### config.mk
export PLATFORM = sky130hd
export DESIGN_NAME = rx_data_top
export DESIGN_NICKNAME = d
export VERILOG_FILES = /design/src/logic/rx_pkg.sv /design/src/logic/rx_stream_if.sv /design/src/logic/rx_data_top.sv /design/src/logic/rx_fifo_reader.sv /design/src/logic/rx_lane_deserializer.sv /design/src/logic/rx_word_buffer.sv
export VERILOG_INCLUDE_DIRS = /design/src /design/src/logic
export SDC_FILE = /design/constraint.sdc
export NUM_CORES = 1
export LEC_CHECK = 0
export BUFFER_PORTS_ARGS = -buffer_cell sky130_fd_sc_hd__buf_2
export CAP_MARGIN = 20
export CORE_MARGIN = 1.5
export CORE_UTILIZATION = 35
export DETAILED_ROUTE_END_ITERATION = 10
export PLACE_DENSITY = 0.64
export SKIP_LAST_GASP = 1
export SYNTH_ARGS = -nofsm -noshare
export SYNTH_HDL_FRONTEND = slang
export SYNTH_SLANG_ARGS = --single-unit
### constraint.sdc
create_clock -name mem_clk -period 3.25 [get_ports mem_clk]
set_input_delay 0.1625 -clock mem_clk [delete_from_list [all_inputs] [get_ports mem_clk]]
set_output_delay 0.1625 -clock mem_clk [all_outputs]
set_load 0.02 [all_outputs]
### src/logic/rx_consts.svh
`ifndef RX_CONSTS_SVH
`define RX_CONSTS_SVH

// Width of one output word and of one receive DQ FIFO entry
`define RX_WORD_W 16

// Sample counter width
`define RX_CNT_W 5

// FIFO entries per word in one-lane SDR mode
`define RX_MAX_SAMPLES 16

// Slack cycles on top of the per-row budget of a watchdog
`define RX_WDOG_MARGIN 64

`endif

### src/logic/rx_pkg.sv
`default_nettype none

`include "rx_consts.svh"

package rx_pkg;

  // Number of active data lines, SDR only
  typedef enum logic [1:0] {
    lane_x1 = 2'd0,
    lane_x2 = 2'd1,
    lane_x4 = 2'd2,
    lane_x8 = 2'd3
  } lane_mode_e;

  // FIFO reader control
  typedef enum logic [1:0] {
    rd_idle    = 2'd0, // Waiting for start_read
    rd_active  = 2'd1, // Reading whenever the FIFO has data
    rd_stalled = 2'd2  // Output side full, reads held back
  } reader_state_e;

  // One received data word, also one FIFO entry
  typedef logic [`RX_WORD_W-1:0] rx_word_t;

endpackage

`default_nettype wire

### src/logic/rx_stream_if.sv
`timescale 1ns/100ps
`default_nettype none

// Raw FIFO samples from the reader to the lane deserializer
interface rx_stream_if import rx_pkg::*;
();

  rx_word_t sample;       // FIFO entry, data in the upper byte
  logic     sample_valid; // One cycle after a qualified FIFO read
  logic     word_last;    // Sample that completes the current word
  logic     flush;        // Drop any partly assembled word

  modport reader (
    output sample,
    output sample_valid,
    output word_last,
    output flush
  );

  // No back-pressure here, the reader paces itself on room
  modport deserializer (
    input sample,
    input sample_valid,
    input word_last,
    input flush
  );

endinterface

`default_nettype wire

### src/logic/rx_data_top.sv
`timescale 1ns/100ps
`default_nettype none

module rx_data_top import rx_pkg::*;
(
  input  logic       mem_clk,
  input  logic       reset_n,
  input  logic       rx_enable,
  input  logic       start_read,
  input  logic       rd_done,
  input  lane_mode_e lane_mode,
  input  logic       fifo_empty,
  input  logic       fifo_almost_empty,
  input  logic       fifo_almost_full,
  input  rx_word_t   fifo_dout,
  input  logic       rdata_ack,
  input  logic       dqs_timeout,
  output logic       fifo_rd_en,
  output logic       rdata_valid,
  output logic       dqs_err,
  output logic       rd_clk_stretch,
  output rx_word_t   rdata
);

  logic     room;       // Hold slot free, reader may continue
  logic     word_valid;
  rx_word_t word;

  rx_stream_if u_stream ();

  rx_fifo_reader u_rx_fifo_reader (
    .mem_clk           (mem_clk),
    .reset_n           (reset_n),
    .rx_enable         (rx_enable),
    .start_read        (start_read),
    .rd_done           (rd_done),
    .lane_mode         (lane_mode),
    .fifo_empty        (fifo_empty),
    .fifo_almost_empty (fifo_almost_empty),
    .fifo_almost_full  (fifo_almost_full),
    .fifo_dout         (fifo_dout),
    .room              (room),
    .dqs_timeout       (dqs_timeout),
    .fifo_rd_en        (fifo_rd_en),
    .dqs_err           (dqs_err),
    .rd_clk_stretch    (rd_clk_stretch),
    .stream            (u_stream.reader)
  );

  rx_lane_deserializer u_rx_lane_deserializer (
    .mem_clk    (mem_clk),
    .reset_n    (reset_n),
    .lane_mode  (lane_mode),
    .stream     (u_stream.deserializer),
    .word_valid (word_valid),
    .word       (word)
  );

  rx_word_buffer u_rx_word_buffer (
    .mem_clk     (mem_clk),
    .reset_n     (reset_n),
    .rd_done     (rd_done),
    .word_valid  (word_valid),
    .word        (word),
    .rdata_ack   (rdata_ack),
    .rdata       (rdata),
    .rdata_valid (rdata_valid),
    .room        (room)
  );

endmodule

`default_nettype wire

### src/logic/rx_fifo_reader.sv
`timescale 1ns/100ps
`default_nettype none

`include "rx_consts.svh"

module rx_fifo_reader import rx_pkg::*;
(
  input  logic        mem_clk,
  input  logic        reset_n,
  input  logic        rx_enable,
  input  logic        start_read,
  input  logic        rd_done,
  input  lane_mode_e  lane_mode,
  input  logic        fifo_empty,
  input  logic        fifo_almost_empty,
  input  logic        fifo_almost_full,
  input  rx_word_t    fifo_dout,
  input  logic        room,
  input  logic        dqs_timeout,
  output logic        fifo_rd_en,
  output logic        dqs_err,
  output logic        rd_clk_stretch,
  rx_stream_if.reader stream
);

  localparam logic [`RX_CNT_W-1:0] max_samples = `RX_CNT_W'(`RX_MAX_SAMPLES);

  reader_state_e        state;
  reader_state_e        state_nxt;
  logic [`RX_CNT_W-1:0] rd_cnt;     // Reads left before the final one of a word
  logic [`RX_CNT_W-1:0] cnt_load;
  logic                 start_read_d;
  logic                 start_edge;
  logic                 last_rd;    // This read completes a word
  logic                 last_rd_d2;
  logic                 pipe_busy;

  assign start_edge = start_read && !start_read_d;

  // 16, 8, 4 or 2 samples per word, counted down to zero
  assign cnt_load = (max_samples >> lane_mode) - 1'b1;

  // A finished word still on its way to the buffer
  assign pipe_busy = stream.word_last || last_rd_d2;

  // The final read of a word waits until the previous word has left the
  // deserializer, so the hold slot can never be overrun
  assign fifo_rd_en = (state == rd_active) && rx_enable && !fifo_empty && !rd_done &&
                      room && ((rd_cnt != '0) || !pipe_busy);

  assign last_rd = fifo_rd_en && (rd_cnt == '0);

  assign stream.sample = fifo_dout; // FIFO returns data one cycle after the read
  assign stream.flush  = rd_done;

  always_comb
  begin
    state_nxt = state;
    case (state)
      rd_idle:    if (start_edge) state_nxt = rd_active;
      rd_active:  if (!room)      state_nxt = rd_stalled;
      rd_stalled: if (room)       state_nxt = rd_active;
      default:                    state_nxt = rd_idle;
    endcase
    if (rd_done)
      state_nxt = rd_idle; // End of read always wins
  end

  always_ff @(posedge mem_clk or negedge reset_n)
  begin
    if (!reset_n)
    begin
      state               <= rd_idle;
      start_read_d        <= 1'b0;
      rd_cnt              <= '0;
      stream.sample_valid <= 1'b0;
      stream.word_last    <= 1'b0;
      last_rd_d2          <= 1'b0;
    end
    else
    begin
      state               <= state_nxt;
      start_read_d        <= start_read;
      stream.sample_valid <= fifo_rd_en;
      stream.word_last    <= last_rd;
      last_rd_d2          <= stream.word_last && !rd_done;

      if (rd_done)
        rd_cnt <= '0;
      else if (start_edge)
        rd_cnt <= cnt_load;
      else if (fifo_rd_en)
        rd_cnt <= (rd_cnt == '0) ? cnt_load : rd_cnt - 1'b1; // Reload per word
    end
  end

  // DQS non-toggle error pulses every other cycle while the timeout holds
  always_ff @(posedge mem_clk or negedge reset_n)
  begin
    if (!reset_n)
      dqs_err <= 1'b0;
    else
      dqs_err <= dqs_err ? 1'b0 : dqs_timeout;
  end

  // Ask for a slower read clock while the FIFO runs near full
  always_ff @(posedge mem_clk or negedge reset_n)
  begin
    if (!reset_n)
      rd_clk_stretch <= 1'b0;
    else if (rd_done || fifo_empty || fifo_almost_empty)
      rd_clk_stretch <= 1'b0;
    else if (fifo_almost_full)
      rd_clk_stretch <= 1'b1;
  end

  // Lane mode must stay put while a read is in progress
  a_cnt_in_range: assert property (@(posedge mem_clk) disable iff (!reset_n)
    (state != rd_idle) |-> (rd_cnt <= cnt_load));

endmodule

`default_nettype wire

### src/logic/rx_lane_deserializer.sv
`timescale 1ns/100ps
`default_nettype none

`include "rx_consts.svh"

module rx_lane_deserializer import rx_pkg::*;
(
  input  logic              mem_clk,
  input  logic              reset_n,
  input  lane_mode_e        lane_mode,
  rx_stream_if.deserializer stream,
  output logic              word_valid,
  output rx_word_t          word
);

  rx_word_t shift_q;   // Word being assembled, first sample ends up on top
  rx_word_t shift_nxt;
  logic     word_done;

  assign word_done = stream.sample_valid && stream.word_last;

  // Only the upper byte of a FIFO entry carries lane data
  always_comb
  begin
    case (lane_mode)
      lane_x8: shift_nxt = {shift_q[7:0], stream.sample[15:8]};
      lane_x4: shift_nxt = {shift_q[11:0], stream.sample[11:8]};
      lane_x2: shift_nxt = {shift_q[13:0], stream.sample[9:8]};
      default: shift_nxt = {shift_q[14:0], stream.sample[9]}; // Single line on bit 9
    endcase
  end

  always_ff @(posedge mem_clk or negedge reset_n)
  begin
    if (!reset_n)
    begin
      shift_q    <= '0;
      word_valid <= 1'b0;
    end
    else if (stream.flush)
    begin
      shift_q    <= '0;
      word_valid <= 1'b0;
    end
    else
    begin
      word_valid <= word_done;
      if (stream.sample_valid)
        shift_q <= stream.word_last ? '0 : shift_nxt;
    end
  end

  // Finished word goes out byte-swapped
  always_ff @(posedge mem_clk)
  begin
    if (word_done)
      word <= {shift_nxt[`RX_WORD_W/2-1:0], shift_nxt[`RX_WORD_W-1:`RX_WORD_W/2]};
  end

  a_last_has_valid: assert property (@(posedge mem_clk) disable iff (!reset_n)
    stream.word_last |-> stream.sample_valid);

endmodule

`default_nettype wire

### src/logic/rx_word_buffer.sv
`timescale 1ns/100ps
`default_nettype none

module rx_word_buffer import rx_pkg::*;
(
  input  logic     mem_clk,
  input  logic     reset_n,
  input  logic     rd_done,
  input  logic     word_valid,
  input  rx_word_t word,
  input  logic     rdata_ack,
  output rx_word_t rdata,
  output logic     rdata_valid,
  output logic     room
);

  logic     hold_valid;
  rx_word_t hold_data; // Word parked while rdata waits for its acknowledge
  logic     out_free;

  // Output register empty or handing its word over this cycle
  assign out_free = !rdata_valid || rdata_ack;

  assign room = !hold_valid;

  always_ff @(posedge mem_clk or negedge reset_n)
  begin
    if (!reset_n)
    begin
      rdata_valid <= 1'b0;
      hold_valid  <= 1'b0;
    end
    else if (rd_done)
    begin
      rdata_valid <= 1'b0;
      hold_valid  <= 1'b0;
    end
    else if (out_free)
    begin
      rdata_valid <= hold_valid || word_valid;
      hold_valid  <= hold_valid && word_valid; // Held word moves up while a new one parks
    end
    else if (word_valid)
    begin
      hold_valid <= 1'b1;
    end
  end

  always_ff @(posedge mem_clk)
  begin
    if (out_free)
    begin
      if (hold_valid)
        rdata <= hold_data; // Older word first
      else if (word_valid)
        rdata <= word;
    end
    if (word_valid && (hold_valid || !out_free))
      hold_data <= word;
  end

  // Reader pacing must keep a third word from arriving
  a_no_overflow: assert property (@(posedge mem_clk) disable iff (!reset_n)
    word_valid |-> !hold_valid || out_free);

endmodule

`default_nettype wire

==> run_results.csv, run 1 <==
group,metric,value,unit
status,status,"finished clean",
power,p_comb_frac,0.061,
power,seqPwrFrac,0.597,
setup_path,r2r_setup_slack,1270,ps
floorplanning,fp.dieH,99.8,um
timing,period_minus_slack,2190,ps
timing,fin_skew,13.5,ps
power,ir_worst_vdd,177,uV
placement,finalWeightedCongestion,0.821,
placement,io_buffers,39,
drt,route.met3.wl,224,um
clock_tree,cts_htree_levels,3,
timing,fin_ws,1060,ps
logic_synthesis,yosys_most_used_dff,"edfxtp_1",
floorplanning,initial_core_util,0.359,
drt,top_layer_used,"met4",
cells_and_area,num-nets-final,273,
timing,final_max_slew_viol_count,0,
setup_path,cp-end-kind,"output pin",
drt,num_vias,1815,
run,drv_cap,0,
setup_path,critPathLaunchType,"flop",
worst_hold_path,hp-start,"dqs_timeout",
power,p_clk_frac,0.342,
drt,drt-total-wl,5.54,mm
clock_tree,postCtsResizedCells,0,
logic_synthesis,synth_top_cell_by_area,"edfxtp_1",
clock_tree,cts.hold.buffers_added,4,
logic_synthesis,synth_edf_count,48,
setup_path,required,3090,ps
power,switching_power,0.000413,W
power,total_power,0.00180,W
timing,worstMarginPinSlew,1030,ps
logic_synthesis,synth_top_area_share,0.439,
drt,ant_nets,0,
clock_tree,clockBufferDepth,2,
clock_tree,cts-root-buf,"clkbuf_8",
logic_synthesis,synth_area,3280,um2
drt,dr_wl_met2,2.49,mm
power,power_density,474,nW/um2
global_routing,antenna_found_initial,0,
setup_path,crit_buf_inv,1,
floorplanning,dieArea,9970,um2
logic_synthesis,synth.top_cells.by_count,"edfxtp_1 (48), dfrtp_1 (31), a22o_1 (15)",
global_routing,grt_overflow,0,
logic_synthesis,synthCells,197,
logic_synthesis,yosysWarnings,0,
timing,hold_viol,0,
logic_synthesis,async_reset_ff_frac,0.392,
power,swShare,0.229,
power,p_leak,1.48,nW
logic_synthesis,avgSynthCellArea,16.7,um2
logic_synthesis,synth_most_common_cell,"edfxtp_1",
clock_tree,cts.sinks,79,
setup_path,cp_max_fo,23,
worst_hold_path,min_path_type,"input pin to flop",
logic_synthesis,synth-seq-cells,79,
setup_path,path_delay_family,"flip-flops",
setup_path,r2r_cells,6,
cells_and_area,syn_to_final_growth,15.8,%
drt,first_pass_iters,4,
clock_tree,insertion_delay,340,ps
placement,dp_worst_setup_slack,1270,ps
clock_tree,cts_tree,"done",
drt,drt_iter0_markers,63,
worst_hold_path,worstHoldPathCells,2,
timing,slew_headroom,0.310,
logic_synthesis,ys_top_cells_by_area,"edfxtp_1 (44%), dfrtp_1 (24%), mux4_2 (8.2%)",
cells_and_area,diodes,0,
floorplanning,die_w,99.8,um
power,p_int,0.00139,W
drt,wl_per_cell,15.4,um
setup_path,reg2reg_from,"u_rx_fifo_reader.rd_cnt[0]",
global_routing,grt_usage,0.115,
global_routing,grt_max_degree,32,
setup_path,reg2reg_to,"u_rx_fifo_reader.rd_cnt[3]",
drt,routed_via_density,5.04,
setup_path,critPathSlowestCell,"dfrtp_1",
clock_tree,post-cts-setup-buffers,0,
setup_path,critPathArrivalTime,2020,ps
logic_synthesis,ys_seq_area_frac,0.676,
global_routing,grt_pass1_vias,1791,
timing,rsz0062_at_grt,"false",
timing,setup_tns,0,ps
floorplanning,num_rows,35,
clock_tree,clk_pin_slew_worst_paths,70,ps
drt,wl_met1,2.73,mm
worst_hold_path,whs_endpoint,"u_rx_fifo_reader.dqs_err",
cells_and_area,drive_above_1_share,0.349,
logic_synthesis,syn-num-nets,226,
setup_path,path_cells,"nor4b_2 -> o211a_4 -> buf_2",
logic_synthesis,ys_types,40,
placement,dp_hpwl,3.73,mm
floorplanning,coreArea,9150,um2
timing,fin_crit_sh,0.673,
setup_path,crit_type,"flop to output pin",
clock_tree,cts_buffers,9,
timing,setup_viol,0,
global_routing,grt_pass1_wl,8.87,mm
floorplanning,num_io_pins,48,
timing,clock.fmax,457,MHz
drt,drc_errors,0,
setup_path,slowest_delay,700,ps
==> per-layer routing <==
layer	GRT usage	vias up
met5	0	-
met4	0.0553	0
met3	0.0265	8
met2	0.167	43
met1	0.164	901
li1	-	863
==> metrics by stage <==
step                std cells  cell area, um2  hold slack, ps  utilization
floorplan                 197            3280            -133            -
global placement          340            3590             252        0.393
detailed placement        340            3590             248        0.393
CTS                       360            3800            23.9        0.415
global route              360            3800            55.9        0.415
finish                    360            3800            46.7        0.415
==> layout make-up <==
type | count | area (um2)
timing repair buffer | 45 | 250
multi-input combinational | 106 | 1020
clock buffer | 10 | 128
fill | 816 | 5350
tap | 111 | 139
clock inverter | 6 | 37.5
inverter | 3 | 11.3
sequential | 79 | 2220
==> placed cells by master, fill, tap and decap left out, types with 5 or more instances in the layout <==
| cell type | netlist | final |
|---|---|---|
| buf_2 | 2 | 39 |
| clkbuf_8 | 0 | 9 |
| a22o_1 | 15 | 15 |
| nor2b_1 | 5 | 5 |
| edfxtp_1 | 48 | 48 |
| mux4_2 | 12 | 12 |
| nor2_1 | 12 | 12 |
| mux2_2 | 14 | 14 |
| dfrtp_1 | 31 | 31 |
==> cell families after synthesis <==
group	synth area share
XOR/XNOR	0.00267
multiplexers	0.153
AO/OA/AOI/OAI	0.0770
AND/OR/NAND/NOR	0.0732
adder cells (fa/ha/maj)	0.00381
flip-flops	0.676
buffers and inverters	0.0145
==> worst max path at each step <==
| stage | from | end | slack, ps | depth (start not counted) |
|---|---|---|---|---|
| CTS | u_rx_word_buffer.hold_valid | fifo_rd_en | 1020 | 3 |
| global route | u_rx_word_buffer.hold_valid | fifo_rd_en | 930 | 3 |
| global placement | u_rx_word_buffer.hold_valid | u_rx_word_buffer.hold_data[4] | 1290 | 1 |
| finish | u_rx_word_buffer.hold_valid | fifo_rd_en | 1060 | 3 |
| floorplan | u_rx_fifo_reader.rd_cnt[0] | u_rx_fifo_reader.rd_cnt[3] | 1360 | 6 |
| detailed placement | u_rx_word_buffer.hold_valid | u_rx_word_buffer.hold_data[4] | 1270 | 1 |
==> power by group through the flow <==
| stage | combinational [W] | sequential, W | clock [W] |
|---|---|---|---|
| detailed placement | 0.000108 | 0.00110 | 0 |
| global route | 0.000123 | 0.00108 | 0.000677 |
| global placement | 0.000105 | 0.00110 | 0 |
| finish | 0.000111 | 0.00107 | 0.000616 |
| floorplan | 0.0000701 | 0.00110 | 0 |
| CTS | 0.000112 | 0.00107 | 0.000640 |
==> registers in the layout, indices dropped and copies added, names as in the netlist <==
name and count:
u_rx_lane_deserializer.word 16, u_rx_word_buffer.hold_data 16, u_rx_word_buffer.rdata 16, u_rx_lane_deserializer.shift_q 15, u_rx_fifo_reader.rd_cnt 5, u_rx_fifo_reader.state 2
u_rx_fifo_reader.dqs_err 1, u_rx_fifo_reader.last_rd_d2 1, u_rx_fifo_reader.rd_clk_stretch 1, u_rx_fifo_reader.start_read_d 1, u_rx_fifo_reader.stream.sample_valid 1, u_rx_fifo_reader.stream.word_last 1
u_rx_lane_deserializer.word_valid 1, u_rx_word_buffer.hold_valid 1, u_rx_word_buffer.rdata_valid 1
(Power assumes the default switching activity.)
==> run 2, diff against run 1 <==
PLACE_DENSITY = 0.66   (was 0.64)
clock period = 1.8 ns   (was 3.25 ns; I/O delays follow)
==> run_results.csv, run 2 (synthesis gave the netlist of run 1 again) <==
group,metric,value,unit
cells_and_area,final_cells,372,
clock_tree,cts_htree_levels,3,
setup_path,cp-end-kind,"output pin",
worst_hold_path,min_path_type,"input pin to flop",
cells_and_area,largestRegisters,"u_rx_lane_deserializer.word (16), u_rx_word_buffer.hold_data (16), u_rx_word_buffer.rdata (16)",
setup_path,crit_type,"flop to output pin",
timing,period_minus_slack,2020,ps
cells_and_area,num-nets-final,285,
run,drv_cap,0,
floorplanning,coreArea,9150,um2
cells_and_area,drive_above_1_share,0.395,
floorplanning,num_io_pins,48,
status,violations,"setup timing",
drt,routed_via_density,4.98,
drt,num_vias,1854,
drt,drc_errors,0,
timing,final_max_slew_viol_count,0,
clock_tree,clk_pin_slew_worst_paths,80,ps
worst_hold_path,worstHoldPathCells,4,
floorplanning,num_rows,35,
clock_tree,cts_buffers,9,
placement,place_inst,349,
power,ir_worst_vdd,354,uV
global_routing,grt_pass1_vias,1896,
setup_path,path_cells,"inv_2 -> ha_4 -> or4b_4 -> o211a_4 -> buf_6 -> buf_6",
setup_path,crit_cells,6,
timing,hold_viol,0,
power,power_density,840,nW/um2
placement,finalWeightedCongestion,0.864,
timing,fin_skew,8.64,ps
setup_path,r2r_cells,7,
clock_tree,cts-root-buf,"clkbuf_8",
timing,setup_viol,4,
global_routing,grt_max_degree,32,
floorplanning,initial_core_util,0.359,
cells_and_area,diodes,0,
cells_and_area,nFillCells,796,
floorplanning,die_w,99.8,um
timing,rsz0062_at_grt,"true",
placement,io_buffers,39,
clock_tree,insertion_delay,340,ps
timing,worstMarginPinSlew,1000,ps
timing,fin_ws,-220,ps
setup_path,startpoint,"u_rx_fifo_reader.rd_cnt[1]",
drt,ant_nets,0,
cells_and_area,regArea,2220,um2
timing,fin_crit_sh,1.12,
setup_path,slowest_delay,490,ps
clock_tree,cts.sinks,79,
clock_tree,cts_tree,"done",
setup_path,reg2reg_from,"u_rx_fifo_reader.rd_cnt[1]",
setup_path,critPathArrivalTime,1930,ps
cells_and_area,multi_input_area,1060,um2
clock_tree,clockBufferDepth,2,
timing,slew_headroom,0.329,
placement,dp_hpwl,3.89,mm
worst_hold_path,hp-start,"rdata_ack",
floorplanning,fp.dieH,99.8,um
setup_path,cp_max_fo,4,
global_routing,antenna_found_initial,0,
cells_and_area,mostFrequentLayoutCells,"edfxtp_1 (48), buf_2 (38), dfrtp_1 (31)",
status,status,"finished with violations",
drt,first_pass_iters,4,
setup_path,path_delay_family,"simple AND/OR/NAND/NOR gates",
setup_path,required,1710,ps
cells_and_area,fin_util,0.431,
cells_and_area,syn_to_final_growth,20.2,%
global_routing,grt_overflow,0,
setup_path,critPathSlowestCell,"or4b_4",
global_routing,grt_usage,0.126,
drt,drt_iter0_markers,103,
global_routing,grt_pass1_wl,9.60,mm
drt,wl_per_cell,15.7,um
timing,setup_tns,-550,ps
timing,hold_ws,79.2,ps
power,p_leak,1.54,nW
floorplanning,dieArea,9970,um2
setup_path,cp_common_cell,"buf_6",
setup_path,crit_buf_inv,3,
setup_path,critPathLaunchType,"flop",
timing,clock.fmax,495,MHz
cells_and_area,final_common_cell,"edfxtp_1",
drt,drt-total-wl,5.85,mm
placement,dp_worst_setup_slack,-67.1,ps
run 2: cell count changes in the layout (fill, tap and decap cells not counted), sizes merged:
cell,before,now
clkinv,4,3
inv,3,4
dlygate4sd3,4,5
buf,41,52
run 2: worst paths after layout:
| kind | end | slack, ps |
|---|---|---|
| max in group asynchronous | u_rx_lane_deserializer.shift_q[14] | 990 |
| hold reg to reg | u_rx_fifo_reader.dqs_err | 430 |
| hold / removal | u_rx_word_buffer.hold_valid | 80 |
| setup reg to reg | u_rx_fifo_reader.rd_cnt[3] | -190 |
| setup / recovery | fifo_rd_en | -220 |
| min in group asynchronous | u_rx_fifo_reader.rd_clk_stretch | 340 |
run 2: area by class of cell:
type | count | area share
tap | 111 | 0.0352
timing repair buffer | 57 | 0.0904
clock buffer | 10 | 0.0324
sequential | 79 | 0.562
clock inverter | 6 | 0.00920
multi-input combinational | 106 | 0.268
inverter | 3 | 0.00286
run 2: per-stage QoR:
step / power [W] / area (um2)
floorplan: 0.00210 / 3280
global placement: 0.00219 / 3660
detailed placement: 0.00220 / 3660
CTS: 0.00336 / 3940
global route: 0.00346 / 3940
finish: 0.00331 / 3940
run 2: per-layer routing:
| layer | global-route usage | routed length (um) | vias up |
|---|---|---|---|
| met5 | 0 | 0 | - |
| met4 | 0.0661 | 138 | 0 |
| met3 | 0.0237 | 258 | 7 |
| met2 | 0.183 | 2680 | 52 |
| met1 | 0.181 | 2780 | 908 |
| li1 | - | - | 887 |
run 2: worst min-delay path, stage by stage:
cell	delay (ps)
buf_2	70
nor2b_1	80
nand2_1	80
a21oi_1	60
run 2: power by group:
| group | internal, W | switching (W) |
|---|---|---|
| Sequential | 0.00193 | 0.0000146 |
| Combinational | 0.000126 | 0.000134 |
| Clock | 0.000494 | 0.000617 |
| Total | 0.00255 | 0.000765 |
run 2: timing repair:
| action | in CTS | in global routing |
|---|---|---|
| resized for setup | 11 | 1 |
| cloned | 0 | 0 |
| hold buffers | 5 | 0 |
| pin swaps | 2 | 2 |
| setup buffers | 2 | 0 |
| hold endpoints to repair | 34 | 0 |
| setup endpoints to repair | 4 | 4 |
==> run 3, diff against run 2 <==
SYNTH_HIERARCHICAL = 1   (was not set)
==> run_results.csv, run 3 <==
group,metric,value,unit
status,status,"finished clean",
logic_synthesis,avgSynthCellArea,16.7,um2
global_routing,grt_overflow,0,
setup_path,reg2reg_to,"u_rx_fifo_reader/rd_cnt[1]",
setup_path,path_cells,"inv_2 -> ha_2 -> and2b_2 -> buf_4 -> a21oi_4 -> mux2_2 -> o221ai_2",
power,ir_worst_vdd,290,uV
setup_path,cp-end-kind,"flop",
clock_tree,cts_htree_levels,3,
cells_and_area,largestRegisters,"u_rx_lane_deserializer/word (16), u_rx_word_buffer/hold_data (16), u_rx_word_buffer/rdata (16)",
cells_and_area,diodes,0,
clock_tree,cts_buffers,9,
timing,hold_ws,29.3,ps
power,swShare,0.227,
clock_tree,clockBufferDepth,2,
timing,setup_viol,0,
logic_synthesis,synth_area,3550,um2
placement,io_buffers,39,
timing,fin_ws,69.9,ps
drt,first_pass_iters,4,
power,seqPwrFrac,0.549,
power,switching_power,0.000798,W
drt,wl_per_cell,14.6,um
drt,drc_errors,0,
setup_path,crit_type,"flop to flop",
cells_and_area,mostFrequentLayoutCells,"edfxtp_1 (48), buf_2 (38), dfrtp_1 (31)",
global_routing,antenna_found_initial,0,
global_routing,grt_pass1_vias,1970,
logic_synthesis,syn-num-nets,242,
floorplanning,die_w,104,um
cells_and_area,nFillCells,923,
setup_path,r2r_cells,7,
placement,dp_worst_setup_slack,137,ps
timing,worstMarginPinSlew,1010,ps
worst_hold_path,whs_endpoint,"u_rx_lane_deserializer/word_valid",
cells_and_area,num-nets-final,292,
worst_hold_path,min_path_type,"input pin to flop",
setup_path,cp_max_fo,4,
floorplanning,num_io_pins,48,
global_routing,grt_usage,0.114,
cells_and_area,syn_to_final_growth,16.6,%
placement,finalWeightedCongestion,0.816,
clock_tree,insertion_delay,350,ps
global_routing,grt_pass1_wl,9.60,mm
cells_and_area,multi_input_area,1170,um2
floorplanning,num_rows,36,
setup_path,required,2070,ps
power,p_comb_frac,0.060,
worst_hold_path,worstHoldPathCells,2,
setup_path,critPathArrivalTime,2000,ps
worst_hold_path,hp-start,"rd_done",
drt,drt-total-wl,5.86,mm
setup_path,r2r_setup_slack,70,ps
power,p_leak,1.70,nW
setup_path,critPathSlowestCell,"dfrtp_1",
setup_path,reg2reg_from,"u_rx_fifo_reader/rd_cnt[1]",
clock_tree,cts.sinks,79,
clock_tree,cts_tree,"done",
floorplanning,coreArea,9820,um2
floorplanning,initial_core_util,0.361,
power,p_clk_frac,0.392,
run,drv_cap,0,
setup_path,critPathLaunchType,"flop",
drt,num_vias,1917,
timing,period_minus_slack,1730,ps
timing,fin_crit_sh,0.961,
drt,routed_via_density,4.78,
cells_and_area,drive_above_1_share,0.381,
timing,hold_viol,0,
floorplanning,dieArea,10700,um2
cells_and_area,regArea,2220,um2
logic_synthesis,yosysWarnings,6,
clock_tree,clk_pin_slew_worst_paths,90,ps
setup_path,slowest_delay,380,ps
clock_tree,cts-root-buf,"clkbuf_8",
timing,slew_headroom,0.327,
timing,clock.fmax,578,MHz
timing,fin_skew,9.06,ps
power,power_density,850,nW/um2
logic_synthesis,synthCells,213,
timing,final_max_slew_viol_count,0,
drt,drt_iter0_markers,132,
drt,ant_nets,0,
cells_and_area,final_common_cell,"edfxtp_1",
floorplanning,fp.dieH,104,um
placement,dp_hpwl,3.94,mm
global_routing,grt_max_degree,32,
power,p_int,0.00272,W
-- run 3: area by class of cell --
type                            count  share of cell area
Sequential cell                    79               0.536
Timing Repair Buffer               57              0.0865
Multi-Input combinational cell    111               0.282
Tap cell                          133              0.0402
Inverter                            5             0.00454
Clock buffer                       10              0.0333
Clock inverter                      6              0.0178
-- run 3: worst max-delay path: cells and delay by family, from the launching register on --
kind / cells / cell delay [ps]
AO/OA/AOI/OAI: 2 / 330
adder cells (fa/ha/maj): 1 / 190
buffers and inverters: 2 / 190
multiplexers: 1 / 360
flip-flops: 1 / 380
AND/OR/NAND/NOR: 1 / 210
-- run 3: layer usage --
layer  vias to the layer above  track usage  part of all wire
met5                         -            0                 0
met4                         0       0.0615             0.017
li1                        918            -                 -
met1                       959        0.146              0.47
met3                         9       0.0334             0.037
met2                        31        0.174              0.47
-- run 3: per-stage QoR --
step / TNS, ps / util / power [W] / cells / area, um2
2_1_floorplan: 0 / - / 0.00210 / 213 / 3550
3_3_place_gp: 0 / 0.389 / 0.00214 / 374 / 3820
3_5_place_dp: 0 / 0.389 / 0.00215 / 374 / 3820
4_1_cts: 0 / 0.419 / 0.00355 / 399 / 4110
5_1_grt: -2.35 / 0.421 / 0.00365 / 401 / 4140
6_report: 0 / 0.421 / 0.00352 / 401 / 4140
-- run 3: power groups by stage --
| stage | logic (W) | clock network (W) | registers (W) |
|---|---|---|---|
| after floorplan | 0.000132 | 0 | 0.00197 |
| after global placement | 0.000174 | 0 | 0.00197 |
| after detailed placement | 0.000180 | 0 | 0.00197 |
| after CTS | 0.000197 | 0.00143 | 0.00193 |
| after global routing | 0.000229 | 0.00149 | 0.00193 |
| final | 0.000209 | 0.00138 | 0.00193 |
-- run 3: repair_timing --
action,4_1_cts,5_1_grt
gates resized for setup,1,5
buffers inserted,4,2
endpoints found under the setup margin,1,2
pin swaps,1,2
hold buffers,5,0
endpoints found under the hold margin,34,0
-- run 3: how the worst max path moves through the flow --
stage          slack (ps)                          to                          from  cells past startpoint
4_1_cts                20                  fifo_rd_en    u_rx_fifo_reader/rd_cnt[0]                      7
6_report               70  u_rx_fifo_reader/rd_cnt[1]    u_rx_fifo_reader/rd_cnt[1]                      7
3_3_place_gp          190  u_rx_fifo_reader/rd_cnt[1]    u_rx_fifo_reader/rd_cnt[0]                      6
3_5_place_dp          140  u_rx_fifo_reader/rd_cnt[1]    u_rx_fifo_reader/rd_cnt[0]                      6
5_1_grt                -2                  fifo_rd_en    u_rx_fifo_reader/rd_cnt[1]                      7
2_1_floorplan          20   u_rx_word_buffer/rdata[0]  u_rx_word_buffer/rdata_valid                      2
